## src/rvCorePkg.sv

```systemverilog
`default_nettype none

package rvCorePkg;

	// Major opcodes handled by this slice
	typedef enum logic [6:0] {
		OPC_LOAD   = 7'b0000011,
		OPC_OP_IMM = 7'b0010011,
		OPC_STORE  = 7'b0100011,
		OPC_OP     = 7'b0110011,
		OPC_LUI    = 7'b0110111
	} opcode_e;

	typedef enum logic [3:0] {
		ALU_ADD   = 4'd0,
		ALU_SUB   = 4'd1,
		ALU_SLL   = 4'd2,
		ALU_SLT   = 4'd3,
		ALU_SLTU  = 4'd4,
		ALU_XOR   = 4'd5,
		ALU_SRL   = 4'd6,
		ALU_SRA   = 4'd7,
		ALU_OR    = 4'd8,
		ALU_AND   = 4'd9,
		ALU_PASSB = 4'd10
	} aluOp_e;

	// Access size from the low two bits of funct3
	typedef enum logic [1:0] {
		MEM_B = 2'd0,
		MEM_H = 2'd1,
		MEM_W = 2'd2
	} memSize_e;

	// R and I layout where imm[11:0] is {funct7, rs2}
	typedef struct packed {
		logic [6:0] funct7;
		logic [4:0] rs2;
		logic [4:0] rs1;
		logic [2:0] funct3;
		logic [4:0] rd;
		logic [6:0] opcode;
	} riFields_t;

	typedef struct packed {
		logic [6:0] immHi;
		logic [4:0] rs2;
		logic [4:0] rs1;
		logic [2:0] funct3;
		logic [4:0] immLo;
		logic [6:0] opcode;
	} sFields_t;

	typedef union packed {
		riFields_t ri;
		sFields_t s;
	} instrWord_u;

endpackage

`default_nettype wire

```

## src/instrDecode.sv

```systemverilog
`timescale 1ns/100ps
`default_nettype none

module instrDecode (
	input wire [31:0] instr,
	output logic [4:0] rs1,
	output logic [4:0] rs2,
	output logic [4:0] rd,
	output logic [31:0] imm,
	output rvCorePkg::aluOp_e aluOp,
	output logic aluSrcImm,
	output logic regWrite,
	output logic memRead,
	output logic memWrite,
	output rvCorePkg::memSize_e memSize,
	output logic illegal
);
	import rvCorePkg::*;

	instrWord_u word;
	logic [31:0] immI, immS, immU;
	logic useRs1, useRs2;
	logic [2:0] f3;
	logic [6:0] f7;

	// ALU op for funct3 when funct7 selects the base variant
	function automatic aluOp_e baseOp(input logic [2:0] fn3);
		case (fn3)
			3'b000: return ALU_ADD;
			3'b001: return ALU_SLL;
			3'b010: return ALU_SLT;
			3'b011: return ALU_SLTU;
			3'b100: return ALU_XOR;
			3'b101: return ALU_SRL;
			3'b110: return ALU_OR;
			default: return ALU_AND;
		endcase
	endfunction

	assign word = instr;
	assign f3 = word.ri.funct3;
	assign f7 = word.ri.funct7;

	assign immI = {{20{word.ri.funct7[6]}}, word.ri.funct7, word.ri.rs2};
	assign immS = {{20{word.s.immHi[6]}}, word.s.immHi, word.s.immLo};
	assign immU = {word.ri.funct7, word.ri.rs2, word.ri.rs1, word.ri.funct3, 12'b0};

	// Unused source fields read as x0 so they never trigger forwarding
	assign rs1 = useRs1 ? word.ri.rs1 : 5'd0;
	assign rs2 = useRs2 ? word.ri.rs2 : 5'd0;
	assign rd = word.ri.rd;

	always_comb begin
		aluOp = ALU_ADD;
		aluSrcImm = 1'b0;
		regWrite = 1'b0;
		memRead = 1'b0;
		memWrite = 1'b0;
		memSize = MEM_W;
		illegal = 1'b0;
		imm = 32'd0;
		useRs1 = 1'b0;
		useRs2 = 1'b0;

		case (word.ri.opcode)
			OPC_OP: begin
				useRs1 = 1'b1;
				useRs2 = 1'b1;
				regWrite = 1'b1;
				if (f7 == 7'b0000000)
					aluOp = baseOp(f3);
				else if (f7 == 7'b0100000 && f3 == 3'b000)
					aluOp = ALU_SUB;
				else if (f7 == 7'b0100000 && f3 == 3'b101)
					aluOp = ALU_SRA;
				else
					illegal = 1'b1;
			end
			OPC_OP_IMM: begin
				useRs1 = 1'b1;
				aluSrcImm = 1'b1;
				regWrite = 1'b1;
				imm = immI;
				aluOp = baseOp(f3);
				// Shift immediates carry a funct7 in the upper bits
				if (f3 == 3'b001 && f7 != 7'b0000000)
					illegal = 1'b1;
				else if (f3 == 3'b101 && f7 == 7'b0100000)
					aluOp = ALU_SRA;
				else if (f3 == 3'b101 && f7 != 7'b0000000)
					illegal = 1'b1;
			end
			OPC_LUI: begin
				aluSrcImm = 1'b1;
				regWrite = 1'b1;
				imm = immU;
				aluOp = ALU_PASSB;
			end
			OPC_LOAD: begin
				useRs1 = 1'b1;
				aluSrcImm = 1'b1;
				memRead = 1'b1;
				imm = immI;
				case (f3)
					3'b000, 3'b100: memSize = MEM_B;
					3'b001, 3'b101: memSize = MEM_H;
					3'b010: memSize = MEM_W;
					default: illegal = 1'b1;
				endcase
			end
			OPC_STORE: begin
				useRs1 = 1'b1;
				useRs2 = 1'b1;
				aluSrcImm = 1'b1;
				memWrite = 1'b1;
				imm = immS;
				case (f3)
					3'b000: memSize = MEM_B;
					3'b001: memSize = MEM_H;
					3'b010: memSize = MEM_W;
					default: illegal = 1'b1;
				endcase
			end
			default: illegal = 1'b1;
		endcase

		// No side effects from a bad encoding
		if (illegal) begin
			regWrite = 1'b0;
			memRead = 1'b0;
			memWrite = 1'b0;
		end
	end

endmodule

`default_nettype wire

```

## src/regFile.sv

```systemverilog
`timescale 1ns/100ps
`default_nettype none

module regFile (
	input wire CLK,
	input wire RSTn,
	input wire [4:0] ra1,
	input wire [4:0] ra2,
	output logic [31:0] rd1,
	output logic [31:0] rd2,
	input wire we,
	input wire [4:0] wa,
	input wire [31:0] wd
);

	// x0 has no storage
	logic [31:0] regs [1:31];

	always_ff @(posedge CLK) begin
		if (RSTn) begin
			for (int i = 1; i < 32; i++)
				regs[i] <= 32'd0;
		end else if (we && wa != 5'd0) begin
			regs[wa] <= wd;
		end
	end

	// Write-through so decode sees a value committed on this edge
	always_comb begin
		if (ra1 == 5'd0)
			rd1 = 32'd0;
		else if (we && wa == ra1)
			rd1 = wd;
		else
			rd1 = regs[ra1];

		if (ra2 == 5'd0)
			rd2 = 32'd0;
		else if (we && wa == ra2)
			rd2 = wd;
		else
			rd2 = regs[ra2];
	end

endmodule

`default_nettype wire

```

## src/prIdEx.sv

```systemverilog
`timescale 1ns/100ps
`default_nettype none

module prIdEx (
	input wire CLK,
	input wire RSTn,
	input wire advance,
	// From decode
	input wire validIn,
	input wire [4:0] rs1In, rs2In, rdIn,
	input wire [31:0] rd1In, rd2In,
	input wire [31:0] immIn,
	input wire rvCorePkg::aluOp_e aluOpIn,
	input wire aluSrcImmIn,
	input wire regWriteIn,
	input wire memReadIn,
	input wire memWriteIn,
	input wire rvCorePkg::memSize_e memSizeIn,
	// To execute
	output logic valid,
	output logic [4:0] rs1, rs2, rd,
	output logic [31:0] rd1, rd2,
	output logic [31:0] imm,
	output rvCorePkg::aluOp_e aluOp,
	output logic aluSrcImm,
	output logic regWrite,
	output logic memRead,
	output logic memWrite,
	output rvCorePkg::memSize_e memSize
);
	import rvCorePkg::*;

	always_ff @(posedge CLK) begin
		if (RSTn) begin
			valid <= 1'b0;
			rs1 <= 5'd0;
			rs2 <= 5'd0;
			rd <= 5'd0;
			rd1 <= 32'd0;
			rd2 <= 32'd0;
			imm <= 32'd0;
			aluOp <= ALU_ADD;
			aluSrcImm <= 1'b0;
			regWrite <= 1'b0;
			memRead <= 1'b0;
			memWrite <= 1'b0;
			memSize <= MEM_B;
		end else if (advance) begin
			valid <= validIn;
			rs1 <= rs1In;
			rs2 <= rs2In;
			rd <= rdIn;
			rd1 <= rd1In;
			rd2 <= rd2In;
			imm <= immIn;
			aluOp <= aluOpIn;
			aluSrcImm <= aluSrcImmIn;
			memSize <= memSizeIn;
			// A bubble must not write anything downstream
			regWrite <= validIn & regWriteIn;
			memRead <= validIn & memReadIn;
			memWrite <= validIn & memWriteIn;
		end
	end

endmodule

`default_nettype wire

```

## src/aluExecute.sv

```systemverilog
`timescale 1ns/100ps
`default_nettype none

module aluExecute (
	input wire CLK,
	input wire RSTn,
	input wire advance,
	// ID/EX fields
	input wire valid,
	input wire [4:0] rs1, rs2, rd,
	input wire [31:0] rd1, rd2,
	input wire [31:0] imm,
	input wire rvCorePkg::aluOp_e aluOp,
	input wire aluSrcImm,
	input wire regWrite,
	input wire memRead,
	input wire memWrite,
	input wire rvCorePkg::memSize_e memSize,
	// EX/WB register
	output logic outValid,
	output logic [4:0] outRd,
	output logic [31:0] outResult,
	output logic outRegWrite,
	output logic outMemRead,
	output logic outMemWrite,
	output logic [3:0] outMemBe,
	output logic [31:0] outStoreData
);
	import rvCorePkg::*;

	logic fwdA, fwdB;
	logic [31:0] opA, rs2Val, opB;
	logic [4:0] shamt;
	logic [31:0] aluResult;
	logic [1:0] byteOfs;
	logic [3:0] memBe;

	// Forward from the instruction one ahead
	assign fwdA = outValid && outRegWrite && outRd != 5'd0 && outRd == rs1;
	assign fwdB = outValid && outRegWrite && outRd != 5'd0 && outRd == rs2;

	assign opA = fwdA ? outResult : rd1;
	assign rs2Val = fwdB ? outResult : rd2;
	assign opB = aluSrcImm ? imm : rs2Val;
	assign shamt = opB[4:0];

	always_comb begin
		case (aluOp)
			ALU_ADD: aluResult = opA + opB;
			ALU_SUB: aluResult = opA - opB;
			ALU_SLL: aluResult = opA << shamt;
			ALU_SLT: aluResult = {31'd0, $signed(opA) < $signed(opB)};
			ALU_SLTU: aluResult = {31'd0, opA < opB};
			ALU_XOR: aluResult = opA ^ opB;
			ALU_SRL: aluResult = opA >> shamt;
			ALU_SRA: aluResult = $unsigned($signed(opA) >>> shamt);
			ALU_OR: aluResult = opA | opB;
			ALU_AND: aluResult = opA & opB;
			ALU_PASSB: aluResult = opB;
			default: aluResult = 32'd0;
		endcase
	end

	// Loads and stores use the ADD result as address
	assign byteOfs = aluResult[1:0];

	always_comb begin
		case (memSize)
			MEM_B: memBe = 4'b0001 << byteOfs;
			MEM_H: memBe = 4'b0011 << byteOfs;
			default: memBe = 4'b1111;
		endcase
	end

	always_ff @(posedge CLK) begin
		if (RSTn) begin
			outValid <= 1'b0;
			outRegWrite <= 1'b0;
			outMemRead <= 1'b0;
			outMemWrite <= 1'b0;
			outMemBe <= 4'd0;
		end else if (advance) begin
			outValid <= valid;
			outRegWrite <= regWrite;
			outMemRead <= memRead;
			outMemWrite <= memWrite;
			outMemBe <= (memRead || memWrite) ? memBe : 4'd0;
		end
	end

	always_ff @(posedge CLK) begin
		if (advance) begin
			outRd <= rd;
			outResult <= aluResult;
			// Store data lands in the addressed byte lanes
			outStoreData <= rs2Val << {byteOfs, 3'b000};
		end
	end

endmodule

`default_nettype wire

```

## src/decodeExecuteTop.sv

```systemverilog
`timescale 1ns/100ps
`default_nettype none

module decodeExecuteTop (
	input wire CLK,
	input wire RSTn,
	// Instruction stream
	input wire inValid,
	input wire [31:0] inInstr,
	output wire inReady,
	// Result stream
	output wire outValid,
	output wire [4:0] outRd,
	output wire [31:0] outResult,
	output wire outRegWrite,
	output wire outMemRead,
	output wire outMemWrite,
	output wire [3:0] outMemBe,
	output wire [31:0] outStoreData,
	input wire outReady
);
	import rvCorePkg::*;

	logic advance;
	logic rfWe;
	logic idValid;

	logic [4:0] idRs1, idRs2, idRd;
	logic [31:0] idImm;
	aluOp_e idAluOp;
	logic idAluSrcImm, idRegWrite, idMemRead, idMemWrite, idIllegal;
	memSize_e idMemSize;
	logic [31:0] rfRd1, rfRd2;

	logic exValid;
	logic [4:0] exRs1, exRs2, exRd;
	logic [31:0] exRd1, exRd2, exImm;
	aluOp_e exAluOp;
	logic exAluSrcImm, exRegWrite, exMemRead, exMemWrite;
	memSize_e exMemSize;

	// Whole pipe moves unless a held result is refused
	assign advance = !outValid || outReady;
	assign inReady = advance;

	// Bad encodings enter as bubbles
	assign idValid = inValid && !idIllegal;

	// Commit on the output transfer
	assign rfWe = outValid && outReady && outRegWrite;

	instrDecode i_instrDecode (
		.instr(inInstr),
		.rs1(idRs1),
		.rs2(idRs2),
		.rd(idRd),
		.imm(idImm),
		.aluOp(idAluOp),
		.aluSrcImm(idAluSrcImm),
		.regWrite(idRegWrite),
		.memRead(idMemRead),
		.memWrite(idMemWrite),
		.memSize(idMemSize),
		.illegal(idIllegal)
	);

	regFile i_regFile (
		.CLK(CLK),
		.RSTn(RSTn),
		.ra1(idRs1),
		.ra2(idRs2),
		.rd1(rfRd1),
		.rd2(rfRd2),
		.we(rfWe),
		.wa(outRd),
		.wd(outResult)
	);

	prIdEx i_prIdEx (
		.CLK(CLK),
		.RSTn(RSTn),
		.advance(advance),
		.validIn(idValid),
		.rs1In(idRs1),
		.rs2In(idRs2),
		.rdIn(idRd),
		.rd1In(rfRd1),
		.rd2In(rfRd2),
		.immIn(idImm),
		.aluOpIn(idAluOp),
		.aluSrcImmIn(idAluSrcImm),
		.regWriteIn(idRegWrite),
		.memReadIn(idMemRead),
		.memWriteIn(idMemWrite),
		.memSizeIn(idMemSize),
		.valid(exValid),
		.rs1(exRs1),
		.rs2(exRs2),
		.rd(exRd),
		.rd1(exRd1),
		.rd2(exRd2),
		.imm(exImm),
		.aluOp(exAluOp),
		.aluSrcImm(exAluSrcImm),
		.regWrite(exRegWrite),
		.memRead(exMemRead),
		.memWrite(exMemWrite),
		.memSize(exMemSize)
	);

	aluExecute i_aluExecute (
		.CLK(CLK),
		.RSTn(RSTn),
		.advance(advance),
		.valid(exValid),
		.rs1(exRs1),
		.rs2(exRs2),
		.rd(exRd),
		.rd1(exRd1),
		.rd2(exRd2),
		.imm(exImm),
		.aluOp(exAluOp),
		.aluSrcImm(exAluSrcImm),
		.regWrite(exRegWrite),
		.memRead(exMemRead),
		.memWrite(exMemWrite),
		.memSize(exMemSize),
		.outValid(outValid),
		.outRd(outRd),
		.outResult(outResult),
		.outRegWrite(outRegWrite),
		.outMemRead(outMemRead),
		.outMemWrite(outMemWrite),
		.outMemBe(outMemBe),
		.outStoreData(outStoreData)
	);

endmodule

`default_nettype wire

```

## config.mk

```make
export PLATFORM = sky130hd
export DESIGN_NAME = decodeExecuteTop
export DESIGN_NICKNAME = d
export VERILOG_FILES = /design/src/rvCorePkg.sv /design/src/instrDecode.sv /design/src/regFile.sv /design/src/prIdEx.sv /design/src/aluExecute.sv /design/src/decodeExecuteTop.sv
export SDC_FILE = /design/constraint.sdc
export NUM_CORES = 2
export LEC_CHECK = 0
export BUFFER_PORTS_ARGS = -buffer_cell sky130_fd_sc_hd__buf_2
export CORE_ASPECT_RATIO = 1.4
export CORE_MARGIN = 2
export CORE_UTILIZATION = 45
export CTS_BUF_LIST = sky130_fd_sc_hd__clkbuf_8
export CTS_CLUSTER_SIZE = 12
export DETAILED_ROUTE_END_ITERATION = 10
export GPL_TIMING_DRIVEN = 0
export PLACE_DENSITY_LB_ADDON = 0.12
export REMOVE_ABC_BUFFERS = 1
export SETUP_SLACK_MARGIN = 0.05
export SYNTH_ARGS = -nofsm -noshare
export SYNTH_HDL_FRONTEND = slang
export SYNTH_HIERARCHICAL = 1
export SYNTH_SLANG_ARGS = --single-unit
export TNS_END_PERCENT = 20
```

## constraint.sdc

```tcl
create_clock -name CLK -period 7.1 [get_ports CLK]
set_clock_uncertainty 0.15 [all_clocks]
set_input_delay 0.355 -clock CLK [delete_from_list [all_inputs] [get_ports CLK]]
set_output_delay 0.355 -clock CLK [all_outputs]
set_load 0.005 [all_outputs]
```

==> flow_summary.ini <==
[route]
detail_route.wirelength_um = 307300
ant_nets = 0
initialDrtViolationCount = 6213
drc = 0
vias_per_cell = 6.596
firstDrtPassIters = 6
via_count = 55000
wl_per_cell_um = 36.85

[finish]
instances_no_fill = 8339
multiInputGateArea_um2 = 35720
area.growth.synth_to_final_pct = 13.17
layout-drive-gt1-share = 0.1990
fill_cells = 14140
final_cell_mix = 1093 x edfxtp_1, 1017 x and2_1, 539 x mux2i_1
regArea_um2 = 35430
nNetsFinal = 6184
final_common_cell = edfxtp_1

[power_and_ir_drop]
p_per_area_nw_per_um2 = 182.3
ir_drop_mv = 0.2226
leakagePower_nw = 30.49

[global_route]
grt_usage = 0.3647
grt_pass1_wl_um = 424400
grt_overflow_total = 0
antenna_found_initial = 22
grt_pass1_vias = 55140
grt_max_degree = 112

[worst_setup_path]
cp_top_family = compound AO/OA/AOI/OAI gates
start_kind = flop
crit_chain = or4_4 -> o211a_1 -> a211oi_4 -> or3_4 -> buf_12 -> inv_6 -> fa_1 -> nor2b_1 -> o21ai_0 -> a21boi_1 -> o211ai_1 -> nand3_1 -> o211ai_1 -> buf_4 -> a211oi_4 -> o211ai_1 -> a211oi_4 -> buf_12 -> buf_8 -> mux4_2 -> and2_1
arrival_ns = 7.74
worstSetupPathType = reg2reg
slowest_delay_ns = 0.62
crit_slowest_cell = or4_4
path_max_fanout = 43
cp-end-kind = flop
path_buf_inv = 5
crit_required_ns = 7.70

[sta]
setup_slack_ns = -0.04278
report.final.slew_viol_count = 48
slew-limit-headroom = -0.09629
post-route-period-util = 1.006
fmax_ghz = 0.1400
rsz0062_at_grt = yes
timing.hold.ws_ns = 0.1301
hold_viol_final = 0
finalSetupViolCount = 2
final.min_clock_period_ns = 7.143
max_slew.worst_pin.slew_ns = 1.627

[placed_design]
dp_cells = 7881
place_ws_ns = -2.495
place.gp.congestion = 1.020
dpl.hpwl_um = 207800
numPortBuffers = 113

[floorplanning]
die_w_um = 345.4
rows = 175
die_h_um = 481.9
coreArea_um2 = 162200
die_area_um2 = 166400
boundaryPins = 114
start_util = 0.4525

[yosys]
synth_seq_area_share = 0.4825
synthArstFlopShare = 0
syn_avg_cell_area_um2 = 12.19
yosysWarnings = 6
ys.flop_type = edfxtp_1
synthCells = 6023
syn_area_um2 = 73410
ys_ff_latch = 1223
synth_edf_count = 1093
ys_types = 113

[clock_network]
htreeDepth = 4
clock-sinks = 1223
insertion_delay_ns = 1.02
cts_tree = yes
root_buffer = clkbuf_8
cts.path.max_buffers = 3
cts_inserted_buffers = 198
path_clk_slew_ns = 0.07

[run]
maxCapViolations = 4

[run_status]
status = finished, violations left
violations = capacitance limit, slew limit, setup timing

[min_path]
hp-class = in2reg
## timing repair
action	4_1_cts	5_1_grt
gates cloned	3	0
pin swaps	8	4
hold endpoints to repair	120	0
hold buffers	53	0
endpoints found under the setup margin	63	25
resized for setup	26	15
buffers inserted	25	5
## worst register-to-register path, stage by stage (launching register included)
cell	delay (ns)
edfxtp_1	0.51
or4_4	0.62
o211a_1	0.34
a211oi_4	0.37
or3_4	0.27
buf_12	0.22
inv_6	0.23
fa_1	0.58
nor2b_1	0.17
o21ai_0	0.16
a21boi_1	0.31
o211ai_1	0.25
nand3_1	0.31
o211ai_1	0.12
buf_4	0.18
a211oi_4	0.39
o211ai_1	0.30
a211oi_4	0.32
buf_12	0.17
buf_8	0.20
mux4_2	0.57
and2_1	0.17
## state kept, by name, summed over array words and instances (netlist names), 32 cells and up
signal / count
i_aluExecute/outStoreData: 32
i_prIdEx/rd2: 32
i_prIdEx/rd1: 32
i_regFile/regs: 1024
i_prIdEx/imm: 32
i_aluExecute/outResult: 32
## per-stage QoR
stage / total power (W) / TNS, ns / area, um2 / util
after floorplan: 0.008861 / -638.84 / 70870 / -
after global placement: 0.009349 / -2528.20 / 74090 / 0.4567
after detailed placement: 0.009371 / -100.05 / 78310 / 0.4826
after CTS: 0.01520 / 0 / 82820 / 0.5105
after global routing: 0.01557 / -0.1372 / 83060 / 0.5119
final: 0.01515 / -0.06068 / 83080 / 0.5121
## metal layers
metal | GRT usage | wire (um) | up-vias
li1 | - | - | 22910
met1 | 0.4041 | 105700 | 28020
met2 | 0.6221 | 150000 | 3066
met3 | 0.06870 | 23800 | 995
met4 | 0.2821 | 27790 | 8
met5 | 0 | 46 | -
## synth_stat cells, drive strengths merged (24+ instances only)
library cell,number,area [um2]
a2111oi,27,236.5
a21o,29,217.7
a21oi,237,1194
a221o,24,240.2
a221oi,35,325.3
a22o,57,499.2
a22oi,160,1201
and2,1025,6415
buf,193,1199
clkbuf,388,1456
dfxtp,130,2603
edfxtp,1093,32820
ha,97,1214
inv,110,415.4
mux2,54,615.6
mux2i,557,5643
mux4,396,8930
nand2,243,929.6
nand2b,25,156.4
nand3,58,290.3
nor2,352,1355
nor3,44,225.2
o211ai,39,330.3
o21ai,122,621.8
o221ai,81,759.5
o22ai,65,406.6
or2,40,250.2
## path summary, 6_finish.rpt
| kind | cells past startpoint | start | end | slack, ns |
|---|---|---|---|---|
| worst max-delay path | 21 | i_aluExecute/outRd[2]$_DFFE_PP_ | i_aluExecute/outStoreData[14]$_SDFFCE_PP0P_ | -0.04 |
| worst min-delay path | 5 | inInstr[6] | i_prIdEx/aluSrcImm$_SDFFE_PP0P_ | 0.13 |
| worst max register to register | 21 | i_aluExecute/outRd[2]$_DFFE_PP_ | i_aluExecute/outStoreData[14]$_SDFFCE_PP0P_ | -0.04 |
| worst min register to register | 0 | i_prIdEx/rd[3]$_SDFFE_PP0P_ | i_aluExecute/outRd[3]$_DFFE_PP_ | 0.28 |
## cell type report
type | instances | area share
timing repair buffer | 373 | 0.06253
timing repair inverter | 1 | 0.00006024
tap | 2124 | 0.03199
antenna | 10 | 0.0003012
multi-input combinational | 4141 | 0.4300
inverter | 111 | 0.005211
clock buffer | 203 | 0.03363
sequential | 1223 | 0.4264
clock inverter | 153 | 0.009894
## report_power, final
part,total (W),switching [W],leakage (nW),internal (W)
Clock,0.00585,0.00307,2.10,0.00278
Sequential,0.00818,0.000144,12.5,0.00804
Combinational,0.00111,0.000720,15.9,0.000395
Total,0.0151,0.00393,30.5,0.0112
## kinds of logic (layout without fill, tap and decap cells)
family / after synthesis / after routing / share of synthesized area
AO/OA/AOI/OAI: 1083 / 1084 / 0.1069
buffers and inverters: 692 / 841 / 0.04188
flip-flops: 1223 / 1223 / 0.4825
other: 1 / 42 / 0.00005108
adder cells (fa/ha/maj): 99 / 99 / 0.01708
AND/OR/NAND/NOR: 1888 / 1889 / 0.1411
multiplexers: 1007 / 1007 / 0.2069
XOR/XNOR: 30 / 30 / 0.003579
No activity file was read; power rests on OpenSTA's default activity.
